## src/dmem_init.hex

```
// One 128-bit line per row, line 0 first, most significant byte on the left
// Row n holds the bytes at DMEM_BASE + 16*n up to DMEM_BASE + 16*n + 15
8f3a61c40b7e92d5e41c07a85d2bf693
17c9e0b2a45d3f866e08d1fac3927b40
f2610e9d38aa7c159b4ed26304f7a8e1
5ac3b718e6029f4d21d87c5b9f40e6a3
c08e5b277d13fa69b62c0e9448f1d3a0
3e97a4f10c658be2d4b1279e86a05c3b
91fe6c08b3472de50a9d81c6e75b34f2
6b20d9e7f48a1c5387e36b0d2c95f81a
e05c3a9219b7f4c65f8d026ba13e97d4
28d1f76ac94e03b87b65ad21f0c8e459
b4a70e3d6f19c852e23b94f00d76a1c8
4c8e21f5a07d6b9319f4c0e7d53a82b6
d7392ab08e64f10c3ca57d986b01e2f4
0f6bc854e2d9304a95a1f67c7c3e0d19
a2e4917b53f08dc6c87b2e051e9a64f3
79051fe8bd2c6a4746e0b39d8ab7c520

```

## src/logic/dmem_pkg.sv

```systemverilog
`default_nettype none

package dmem_pkg;

    // Geometry of the backing array
    localparam int unsigned DMEM_LINES = 16;
    localparam int unsigned DMEM_IDX_W = $clog2(DMEM_LINES);

    // Byte address of line 0, everything is taken relative to it
    localparam logic [31:0] DMEM_BASE = 32'h0000_1000;

    // Clock edges from acceptance to the response cycle
    localparam int unsigned DMEM_LATENCY = 3;
    localparam int unsigned DMEM_CNT_W = $clog2(DMEM_LATENCY + 1);

    // Image loaded into the array at time zero
    localparam string DMEM_INIT_FILE = "/design/src/dmem_init.hex";

    typedef logic [31:0]  addr_t;
    typedef logic [127:0] line_t;
    typedef logic [15:0]  mask_t;

    // Access size, same encoding as the core's load/store unit
    typedef enum logic [3:0] {
        BYTE    = 4'd0,
        HALF    = 4'd1,
        WORD    = 4'd2,
        DWORD   = 4'd3,
        BYTE_U  = 4'd4,
        HALF_U  = 4'd5,
        WORD_U  = 4'd6,
        DWORD_U = 4'd7,
        LINE    = 4'd8
    } mem_size_t;

    // One request from the core
    typedef struct packed {
        addr_t      addr;
        mem_size_t  size;
        logic [7:0] tag;
        logic       we;
    } dmem_req_t;

    // Response back to the core, data already extended
    typedef struct packed {
        line_t      data;
        logic [7:0] tag;
    } dmem_rsp_t;

endpackage

`default_nettype wire

```

## src/logic/dmem_ctrl.sv

```systemverilog
`timescale 1ns/1ps
`default_nettype none

module dmem_ctrl (
    input  wire logic                               clk_i,
    input  wire logic                               rstn_i,

    // Core side
    input  wire logic                               req_valid_i,
    input  dmem_pkg::dmem_req_t                     req_i,
    output logic                                    req_ready_o,
    output logic                                    rsp_valid_o,
    output dmem_pkg::dmem_rsp_t                     rsp_o,

    // Read path, driven from the live request
    output logic [dmem_pkg::DMEM_IDX_W-1:0]         rd_idx_o,
    output logic [3:0]                              fmt_offset_o,
    output dmem_pkg::mem_size_t                     fmt_size_o,
    input  dmem_pkg::line_t                         fmt_data_i,

    // Write path, driven from the captured request
    output logic [3:0]                              st_offset_o,
    output dmem_pkg::mem_size_t                     st_size_o,
    output logic                                    wr_en_o,
    output logic [dmem_pkg::DMEM_IDX_W-1:0]         wr_idx_o
);

    import dmem_pkg::*;

    typedef enum logic [1:0] {
        IDLE,
        STORE_WRITE,
        WAIT
    } state_t;

    state_t                state_q, state_d;
    logic [DMEM_CNT_W-1:0] cnt_q, cnt_d;
    logic                  accept;
    logic                  rsp_fire;
    logic                  rsp_valid_q;
    dmem_rsp_t             rsp_q;

    // Request and old data captured at acceptance
    dmem_req_t             req_q;
    line_t                 pend_data_q;

    // Line index relative to the base, wrapped inside the array
    function automatic logic [DMEM_IDX_W-1:0] line_index(input addr_t addr);
        addr_t rel;
        rel = addr - DMEM_BASE;
        return rel[DMEM_IDX_W+3:4];
    endfunction

    assign req_ready_o = (state_q == IDLE);
    assign accept      = req_valid_i && req_ready_o;

    // Counter at one means the response goes out at the next edge
    assign rsp_fire    = (state_q == WAIT) && (cnt_q == DMEM_CNT_W'(1));

    assign rd_idx_o     = line_index(req_i.addr);
    assign fmt_offset_o = req_i.addr[3:0];
    assign fmt_size_o   = req_i.size;

    assign st_offset_o  = req_q.addr[3:0];
    assign st_size_o    = req_q.size;
    assign wr_idx_o     = line_index(req_q.addr);
    assign wr_en_o      = (state_q == STORE_WRITE);

    assign rsp_valid_o  = rsp_valid_q;
    assign rsp_o        = rsp_q;

    always_comb begin
        state_d = state_q;
        cnt_d   = cnt_q;
        case (state_q)
            IDLE: begin
                if (accept) begin
                    cnt_d   = DMEM_CNT_W'(DMEM_LATENCY);
                    // Stores spend one cycle waiting for their data
                    state_d = req_i.we ? STORE_WRITE : WAIT;
                end
            end
            STORE_WRITE: begin
                cnt_d   = cnt_q - DMEM_CNT_W'(1);
                state_d = WAIT;
            end
            WAIT: begin
                // Counter at zero is the response cycle itself
                if (cnt_q == '0) begin
                    state_d = IDLE;
                end else begin
                    cnt_d = cnt_q - DMEM_CNT_W'(1);
                end
            end
            default: begin
                state_d = IDLE;
            end
        endcase
    end

    always_ff @(posedge clk_i or negedge rstn_i) begin
        if (!rstn_i) begin
            state_q     <= IDLE;
            cnt_q       <= '0;
            rsp_valid_q <= 1'b0;
            rsp_q       <= '0;
        end else begin
            state_q     <= state_d;
            cnt_q       <= cnt_d;
            rsp_valid_q <= rsp_fire;
            if (rsp_fire) begin
                rsp_q.data <= pend_data_q;
                rsp_q.tag  <= req_q.tag;
            end
        end
    end

    always_ff @(posedge clk_i) begin
        if (accept) begin
            req_q       <= req_i;
            pend_data_q <= fmt_data_i;
        end
    end

endmodule

`default_nettype wire

```

## src/logic/dmem_line_ram.sv

```systemverilog
`timescale 1ns/1ps
`default_nettype none

module dmem_line_ram (
    input  wire logic                               clk_i,

    // Read port, combinational
    input  wire logic [dmem_pkg::DMEM_IDX_W-1:0]    rd_idx_i,
    output dmem_pkg::line_t                         rd_line_o,

    // Write port, byte enables per line
    input  wire logic                               wr_en_i,
    input  wire logic [dmem_pkg::DMEM_IDX_W-1:0]    wr_idx_i,
    input  dmem_pkg::line_t                         wr_line_i,
    input  dmem_pkg::mask_t                         wr_mask_i
);

    import dmem_pkg::*;

    localparam int unsigned BYTES_PER_LINE = $bits(line_t) / 8;

    line_t mem_q [DMEM_LINES];

    // Contents come from the hex image, one line per row
    initial begin
        $readmemh(DMEM_INIT_FILE, mem_q);
    end

    assign rd_line_o = mem_q[rd_idx_i];

    // Only the enabled bytes of the addressed line change
    always_ff @(posedge clk_i) begin
        if (wr_en_i) begin
            for (int b = 0; b < BYTES_PER_LINE; b++) begin
                if (wr_mask_i[b]) begin
                    mem_q[wr_idx_i][8*b +: 8] <= wr_line_i[8*b +: 8];
                end
            end
        end
    end

endmodule

`default_nettype wire

```

## src/logic/dmem_load_format.sv

```systemverilog
`timescale 1ns/1ps
`default_nettype none

module dmem_load_format (
    input  dmem_pkg::line_t     line_i,
    input  wire logic [3:0]     offset_i,
    input  dmem_pkg::mem_size_t size_i,
    output dmem_pkg::line_t     data_o
);

    import dmem_pkg::*;

    logic [7:0]  field_byte;
    logic [15:0] field_half;
    logic [31:0] field_word;
    logic [63:0] field_dword;

    // Low offset bits are dropped so every field is naturally aligned
    assign field_byte  = line_i[{offset_i,       3'b000}    +: 8];
    assign field_half  = line_i[{offset_i[3:1],  4'b0000}   +: 16];
    assign field_word  = line_i[{offset_i[3:2],  5'b00000}  +: 32];
    assign field_dword = line_i[{offset_i[3],    6'b000000} +: 64];

    always_comb begin
        case (size_i)
            BYTE: begin
                data_o = {{120{field_byte[7]}}, field_byte};
            end
            HALF: begin
                data_o = {{112{field_half[15]}}, field_half};
            end
            WORD: begin
                data_o = {{96{field_word[31]}}, field_word};
            end
            DWORD: begin
                data_o = {{64{field_dword[63]}}, field_dword};
            end
            BYTE_U: begin
                data_o = {120'b0, field_byte};
            end
            HALF_U: begin
                data_o = {112'b0, field_half};
            end
            WORD_U: begin
                data_o = {96'b0, field_word};
            end
            DWORD_U: begin
                data_o = {64'b0, field_dword};
            end
            LINE: begin
                data_o = line_i;
            end
            default: begin
                // Unused encodings read as zero
                data_o = '0;
            end
        endcase
    end

endmodule

`default_nettype wire

```

## src/logic/dmem_store_format.sv

```systemverilog
`timescale 1ns/1ps
`default_nettype none

module dmem_store_format (
    input  dmem_pkg::line_t     data_i,
    input  wire logic [3:0]     offset_i,
    input  dmem_pkg::mem_size_t size_i,
    output dmem_pkg::line_t     line_o,
    output dmem_pkg::mask_t     mask_o
);

    import dmem_pkg::*;

    // Aligned byte position of each field size
    logic [6:0] shift_byte;
    logic [6:0] shift_half;
    logic [6:0] shift_word;
    logic [6:0] shift_dword;

    assign shift_byte  = {offset_i,      3'b000};
    assign shift_half  = {offset_i[3:1], 4'b0000};
    assign shift_word  = {offset_i[3:2], 5'b00000};
    assign shift_dword = {offset_i[3],   6'b000000};

    // Signed and unsigned flavours only differ on loads
    always_comb begin
        case (size_i)
            BYTE, BYTE_U: begin
                line_o = {120'b0, data_i[7:0]} << shift_byte;
                mask_o = 16'h0001 << offset_i;
            end
            HALF, HALF_U: begin
                line_o = {112'b0, data_i[15:0]} << shift_half;
                mask_o = 16'h0003 << {offset_i[3:1], 1'b0};
            end
            WORD, WORD_U: begin
                line_o = {96'b0, data_i[31:0]} << shift_word;
                mask_o = 16'h000f << {offset_i[3:2], 2'b00};
            end
            DWORD, DWORD_U: begin
                line_o = {64'b0, data_i[63:0]} << shift_dword;
                mask_o = 16'h00ff << {offset_i[3], 3'b000};
            end
            LINE: begin
                line_o = data_i;
                mask_o = '1;
            end
            default: begin
                // Nothing is written for unused encodings
                line_o = '0;
                mask_o = '0;
            end
        endcase
    end

endmodule

`default_nettype wire

```

## src/logic/perfect_dmem.sv

```systemverilog
`timescale 1ns/1ps
`default_nettype none

module perfect_dmem (
    input  wire logic           clk_i,
    input  wire logic           rstn_i,
    input  wire logic           req_valid_i,
    input  dmem_pkg::dmem_req_t req_i,
    output logic                req_ready_o,
    input  dmem_pkg::line_t     wr_data_i,
    output logic                rsp_valid_o,
    output dmem_pkg::dmem_rsp_t rsp_o
);

    import dmem_pkg::*;

    logic [DMEM_IDX_W-1:0] rd_idx;
    line_t                 rd_line;
    logic [3:0]            fmt_offset;
    mem_size_t             fmt_size;
    line_t                 fmt_data;

    logic [3:0]            st_offset;
    mem_size_t             st_size;
    logic                  wr_en;
    logic [DMEM_IDX_W-1:0] wr_idx;
    line_t                 wr_line;
    mask_t                 wr_mask;

    dmem_ctrl i_ctrl (
        .clk_i        (clk_i),
        .rstn_i       (rstn_i),
        .req_valid_i  (req_valid_i),
        .req_i        (req_i),
        .req_ready_o  (req_ready_o),
        .rsp_valid_o  (rsp_valid_o),
        .rsp_o        (rsp_o),
        .rd_idx_o     (rd_idx),
        .fmt_offset_o (fmt_offset),
        .fmt_size_o   (fmt_size),
        .fmt_data_i   (fmt_data),
        .st_offset_o  (st_offset),
        .st_size_o    (st_size),
        .wr_en_o      (wr_en),
        .wr_idx_o     (wr_idx)
    );

    dmem_line_ram i_ram (
        .clk_i     (clk_i),
        .rd_idx_i  (rd_idx),
        .rd_line_o (rd_line),
        .wr_en_i   (wr_en),
        .wr_idx_i  (wr_idx),
        .wr_line_i (wr_line),
        .wr_mask_i (wr_mask)
    );

    // Old contents formatted at acceptance, for loads and stores alike
    dmem_load_format i_load_fmt (
        .line_i   (rd_line),
        .offset_i (fmt_offset),
        .size_i   (fmt_size),
        .data_o   (fmt_data)
    );

    // Store data arrives a cycle late, positioned straight into the array
    dmem_store_format i_store_fmt (
        .data_i   (wr_data_i),
        .offset_i (st_offset),
        .size_i   (st_size),
        .line_o   (wr_line),
        .mask_o   (wr_mask)
    );

endmodule

`default_nettype wire

```

## config.mk

```make
export PLATFORM = sky130hd
export DESIGN_NAME = perfect_dmem
export DESIGN_NICKNAME = d
export VERILOG_FILES = /design/src/logic/dmem_pkg.sv /design/src/logic/dmem_ctrl.sv /design/src/logic/dmem_line_ram.sv /design/src/logic/dmem_load_format.sv /design/src/logic/dmem_store_format.sv /design/src/logic/perfect_dmem.sv
export SDC_FILE = /design/constraint.sdc
export NUM_CORES = 2
export LEC_CHECK = 0
export ABC_AREA = 1
export BUFFER_PORTS_ARGS = -buffer_cell sky130_fd_sc_hd__buf_2
export CAP_MARGIN = 40
export CORE_MARGIN = 8
export CORE_UTILIZATION = 42
export CTS_BUF_LIST = sky130_fd_sc_hd__clkbuf_8
export CTS_CLUSTER_SIZE = 8
export DETAILED_ROUTE_END_ITERATION = 7
export SYNTH_ARGS = -nofsm -noshare
export SYNTH_HDL_FRONTEND = slang
export SYNTH_SLANG_ARGS = --single-unit
```

## constraint.sdc

```tcl
create_clock -name clk_i -period 4.88 [get_ports clk_i]
set_input_delay 0.244 -clock clk_i [delete_from_list [all_inputs] [get_ports clk_i]]
set_output_delay 0.244 -clock clk_i [all_outputs]
set_load 0.005 [all_outputs]
```

### Word level (Yosys, flattened, before mapping)

Memories as Yosys holds them, arrays and structs flattened.
Cells that the tools add are included.

| cells by class | value |
|---|---|
| multiply operators | 0 |
| $add $sub $neg | 3 |
| equal/unequal tests | 22 |
| shift-type cells | 12 |
| multiplexer cells | 58 |
| reduce and logical (&&, ||, !) cells | 13 |
| divide/modulo/power cells | 0 |
| bitwise operators | 0 |
| $lt $le $gt $ge | 0 |

Operators by type and width:

| operator | count |
|---|---|
| 128-bit one-hot mux with 9 select lines | 1 |
| 128-bit one-hot mux with 5 select lines | 1 |
| 128-bit by 8-bit variable part select with 16-bit output | 1 |
| 128-bit by 8-bit variable part select with 32-bit output | 1 |
| 128-bit by 8-bit variable part select with 64-bit output | 1 |
| 128-bit by 8-bit variable part select with 8-bit output | 1 |
| 16-bit by 7-bit left shift with 128-bit output | 1 |
| 32-bit by 7-bit left shift with 128-bit output | 1 |
| 64-bit by 7-bit left shift with 128-bit output | 1 |
| 8-bit by 7-bit left shift with 128-bit output | 1 |
| 16-bit one-hot mux with 5 select lines | 1 |
| 1-bit 2-to-1 mux | 48 |
| 4-bit by 3-bit equality test with 1-bit output, second input constant | 8 |
| 4-bit by 2-bit equality test with 1-bit output, second input constant | 4 |
| 1-bit by 4-bit left shift with 16-bit output, first input constant | 1 |
| 2-bit by 4-bit left shift with 16-bit output, first input constant | 1 |
| 4-bit by 4-bit left shift with 16-bit output, first input constant | 1 |
| 8-bit by 4-bit left shift with 16-bit output, first input constant | 1 |
| 8-bit by 1-bit subtractor with 8-bit output, second input constant | 2 |
| 2-bit one-hot mux with 3 select lines | 2 |
| 2-bit 2-to-1 mux | 5 |
| 4-bit by 1-bit equality test with 1-bit output, second input constant | 2 |
| 4-bit equality test, second input constant | 2 |
| 4-bit logical NOT | 2 |
| other kinds (10) | 18 |

| storage, ports and cells | value |
|---|---|
| RAM bits | 2048 |
| bits in registers | 289 |
| ROM bits | 0 |
| word-level logic and storage cells | 118 |
| bits of input ports | 176 |
| bits in latches | 0 |
| memories kept | 1 |
| output and inout bits | 138 |

Memory list:

| name | words | width | rd ports | clocked after Yosys merged registers in | write ports | line | RTL |
|---|---|---|---|---|---|---|---|
| i_ram.mem_q | 16 | 128 | 1 | 0 | 1 | dmem_line_ram.sv:22 | `line_t mem_q [DMEM_LINES];` |

### Depth between registers and ports, before layout

| depth | value |
|---|---|
| word-level depth | 6 |
| mapped depth | 20 |
| mapped depth without buffers | 15 |

### Hierarchy

Synthesis repeated with hierarchy kept, for this count alone.

| second synthesis, totals | value |
|---|---|
| cell total of the unflattened synthesis | 11306 |
| area, all modules | 108002.3 µm² |

By module, submodules not included:

| module | times used | seq. area each (µm²) | area an instance (µm²) | cells each |
|---|---|---|---|---|
| dmem_line_ram | 1 | 61499.0 | 86137.6 | 7976 |
| dmem_ctrl | 1 | 7972.6 | 10128.5 | 793 |
| dmem_store_format | 1 | 0.0 | 6551.3 | 1492 |
| dmem_load_format | 1 | 0.0 | 5185.0 | 1045 |

### Least setup slack after synthesis

OpenSTA, ideal clock, no wires.

| path | value |
|---|---|
| path type | register -> register |
| start point | register i_ctrl.state_q[0] |
| end point | register i_ctrl.pend_data_q[0] (enable) |
| path buffers | 0 |
| stages on the path, launching flop included | 5 |
| path slack | 772 ps |
| library setup time | 501 ps |
| arrival time | 3607 ps |
| data required time | 4379 ps |
| clock period less this slack | 4108 ps |
| cell sequence | dfrtp_1 inv_1 ha_1 nand2_1 inv_1 |

| on the way | value |
|---|---|
| cells in the longest elaborated chain, start to end | 2 |

Ends and longest elaborated chain:

| item | line | RTL |
|---|---|---|
| start: declaration | dmem_ctrl.sv:36 | `state_t state_q, state_d;` |
| start signal: assignment | dmem_ctrl.sv:108 | `state_q <= state_d;` |
| 2-bit logical NOT | dmem_ctrl.sv:54 | `assign req_ready_o = (state_q == IDLE);` |
| net req_ready_o | perfect_dmem.sv:9 | `output logic req_ready_o,` |
| 1-bit logical AND | dmem_ctrl.sv:55 | `assign accept = req_valid_i && req_ready_o;` |
| net i_ctrl.accept | dmem_ctrl.sv:38 | `logic accept;` |
| end signal: assignment | dmem_ctrl.sv:121 | `pend_data_q <= fmt_data_i;` |
| end: declaration | dmem_ctrl.sv:45 | `line_t pend_data_q;` |

The timed path passes the listed nets, and every way through them passes these cells.
A chain may end at the register's enable or synchronous reset.

### Worst setup path after layout

| path | value |
|---|---|
| start point | register i_ctrl.req_q (netlist bit i_ctrl.st_offset_o[3]) |
| end point | memory i_ram.mem_q[14][84] (netlist bit) (data pin) |

| on the way | value |
|---|---|
| cells in the longest elaborated chain, start to end | 2 |
| elaborated cells between the ends (all ways) | 5 |
| classes of those cells | shift: 4; mux: 1 |

Ends and longest elaborated chain:

| item | line | RTL |
|---|---|---|
| start: declaration | dmem_ctrl.sv:44 | `dmem_req_t req_q;` |
| start signal: assignment | dmem_ctrl.sv:120 | `req_q <= req_i;` |
| 64-bit by 7-bit left shift with 128-bit output (tied with other cells) | dmem_store_format.sv:41 | `line_o = {64'b0, data_i[63:0]} << shift_dword;` |
| 128-bit one-hot mux with 5 select lines * | dmem_store_format.sv:27 | `case (size_i)` |
| net i_ram.wr_line_i[84] | dmem_line_ram.sv:14 | `input dmem_pkg::line_t wr_line_i,` |
| end: declaration | dmem_line_ram.sv:22 |  |

Mark *: on every way through the listed nets, which the timed path passes. The rest lies on a longest branch.

==> qor.txt <==
clk_skew: 0.0754 ns
layout cells sized above 1: 11.6%
compound-cell area share of the yosys netlist: 6.71%
first-pass GRT wire length: 490000 um
Final TNS setup: 0 ns
PortBufs: 289
Mapped Area: 0.100 mm^2
synthesized net count: 9356
Mapped Cells: 9175
overflow left after global routing: 0
minimum clock period: 3.96 ns
Post-DP HPWL: 230000 um
Via density: 5.64
worst path arrival time: 4.76 ns
die width: 504 um
reg2reg path depth: 11
fmax: 252 MHz
sequential-to-total area share from yosys stat: 69.4%
CP Data Required Time: 5.68 ns
Layout area overhead: 14.4%
count of final setup violators: 0
CP max stage cell: dlygate4sd3_1
Hold WC Path Type: input pin to flip-flop
drc violations: 0
CTS Buf Count: 390
Crit. End Element: flip-flop
Crit path max-delay family: buffers and inverters
Tcrit/Tclk final: 81.2%
XOR/XNOR Fraction of Synth Area: 0%
fin nets: 9969
largest cells by area after synthesis: edfxtp_1, nand2_1, nand3_1, nor2_1, dfrtp_1
I/O pin count: 314
count of final hold-check violations: 0
post-synth top area cell: edfxtp_1
Post-Synth Simple-Gate Area: 19.7%
startpoint types: flip-flop
YS warnings: 0
vias in the first global route: 70700
adder-cell share of the synthesized area: 0.0625%
Bufs on Longest Clock Path: 4
crit path cell chain: clkinv_2 > buf_4 > nor3_1 > nor2_2 > clkinv_1 > buf_4 > a22oi_1 > dlygate4sd3_1 > o21ai_0 > dlygate4sd3_1 > buf_4
max-slew violations: 0
Peak supply drop: 474 uV
Synth Register Bits: 2337
number of post-CTS setup repair buffers: 0
Leak: 43.4 nW
Avg Inst Size Synth: 10.9 um^2
Clk Latency, worst-skew pair: 1.10 ns
relative slew slack: 21.6%
CTS sink cnt: 2337
Total Die Area: 0.254 mm^2
Routed WL per cell: 25.9 um
initial DRC count: 9693
htree depth: 5
Root Driver: clkbuf_8
FP Rows: 179
TritonRoute pass-1 iters: 7
fraction of registers with async set/reset: 6.03%
GP Congestion: 0.978
Pwr Total: 0.0458 W
initial core utilization: 42.2%
DR vias: 74600
CP Class: flip-flop to flip-flop
critical path's largest stage delay: 0.58 ns
Netlist cell types: 49
CTS tree: yes
CP most frequent cell: buf_4
Worst Tran Pin Value: 1.18 ns
layout filler cell count: 21200
mux contribution to synthesized area: 0%
max_cap viols: 0
Routed Antenna Nets: 0
crit-path max FO: 34
CP Depth: 11
most frequent cell after synthesis: edfxtp_1
top-area cell type share of the netlist area: 65.9%
initial antenna violation count: 19
r2r setup slk: 0.92 ns
EDFF count, synth: 2196
unrepaired setup endpoints after global routing: false
largest net degree at the start of global routing: 174
global-route usage over all layers: 25.9%
PwrDens: 400 mW/mm^2
Die Ht: 504 um
outcome: completed
DRT Wirelength: 343000 um
Clock Pin Slew Worst Setup and Hold Paths: 0.06 ns
core area: 0.237 mm^2
worst hold stages: 4
largest family of logic cells by synthesized area: simple AND/OR/NAND/NOR gates
number of buffers and inverters on the critical path: 7
most instantiated cells after synthesis: edfxtp_1, nand2_1, nand3_1
Synth Flop Type: edfxtp_1
worst register-to-register path, delay by kind of cell, from the launching register on:
| family | cells | cell delay [ns] |
|---|---|---|
| buffers and inverters | 7 | 2.58 |
| DFF | 1 | 0.42 |
| and+or+nand+nor | 2 | 0.37 |
| AOI/OAI and AO/OA | 2 | 0.30 |
worst paths after layout:
kind / endpoint / from
min in group asynchronous: i_ctrl.rsp_o[107] / rstn_i
max in group asynchronous: i_ctrl.rsp_o[90] / rstn_i
worst max register to register: i_ram.mem_q[14][84] / i_ctrl.st_offset_o[3]
worst max-delay path: i_ram.mem_q[14][84] / i_ctrl.st_offset_o[3]
worst min register to register: i_ctrl.rsp_o[21] / i_ctrl.pend_data_q[13]
worst min-delay path: i_ram.mem_q[9][43] / wr_data_i[43]
power by group:
group | internal, W | switching (W)
sequential | 0.0234 | 0.000459
clock | 0.00759 | 0.00759
combinational | 0.00181 | 0.00492
stage by stage:
| step | std cells | utilization, % | hold slack [ns] | worst slack [ns] | instance area [um^2] |
|---|---|---|---|---|---|
| finish | 13200 | 48.2 | 0.100 | 0.917 | 114000 |
| floorplan | 9175 | - | -0.0516 | 0.772 | 100000 |
| detailed placement | 12400 | 44.7 | 0.353 | 0.933 | 106000 |
| CTS | 13200 | 48.2 | 0.00399 | 0.988 | 114000 |
| global route | 13200 | 48.2 | 0.0456 | 0.850 | 114000 |
| global placement | 12300 | 44.4 | 0.346 | 0.938 | 106000 |
cells by family after synthesis:
kind of cell             count (synthesis)
adder cells (fa/ha/maj)                  5
AND/OR/NAND/NOR                       4770
AO/OA/AOI/OAI                         1145
flip-flops                            2337
buffers and inverters                  918
final cells by class:
cell class              count  area [um^2]  share of cell area, %
diodes                     14         35.0                 0.0306
clock buffers             402         5530                   4.83
clock inverters           248         1020                  0.893
inverters                 296         1160                   1.02
multi-input cells        5920        26700                   23.3
flip-flops and latches   2337        69500                   60.7
well taps                3167         3960                   3.46
repair buffers            843         6590                   5.76
what timing repair did:
| item | 4_1_cts | 5_1_grt |
|---|---|---|
| endpoints found under the setup margin | 0 | 0 |
| hold buffers | 185 | 0 |
| resized for setup | 0 | 0 |
| endpoints found under the hold margin | 1947 | 0 |
per-layer routing:
layer / share of wire (%) / GRT usage [%] / vias to the layer above
met3: 11 / 7.31 / 721
met4: 5.3 / 12.6 / 0
met2: 43 / 38.4 / 4169
met1: 40 / 35.0 / 36300
met5: 0 / 0 / -
li1: - / - / 33400
cell usage in the layout (no fill, tap or decap), types with 8 or more instances in the layout:
master         synthesis  routed
nand2_2                0      16
buf_4                 58     329
a21oi_1              152     151
edfxtp_1            2196    2196
a22oi_1               42      42
o211ai_1             181     181
nand3_1             1334    1334
a221oi_1              24      24
o21ai_1               38      67
o21ai_0              580     551
clkinv_2               0      16
clkinv_1               8      78
nand2_1             2169    2151
a31oi_1               28      28
o31ai_2                0      11
o221ai_1              26      26
nor3_2                 2      10
buf_2                255     287
buf_12                 0      33
diode_2                0      14
and2_1                 8       8
clkbuf_8               0     402
o22ai_1               20      20
dlygate4sd3_1          0     184
nor2_1              1219    1215
inv_1                282     426
dfrtp_1              141     141
registers in the layout, indices dropped and copies added, names as in the netlist:
| register | count |
|---|---|
| i_ctrl.state_q | 2 |
| i_ctrl.cnt_q | 2 |
| i_ctrl.st_size_o | 4 |
| i_ctrl.rsp_o | 136 |
| i_ctrl.st_offset_o | 4 |
| i_ctrl.pend_data_q | 128 |
| i_ctrl.rsp_valid_o | 1 |
| i_ram.mem_q | 2048 |
| i_ctrl.req_q | 12 |
(Power assumes the default switching activity.)
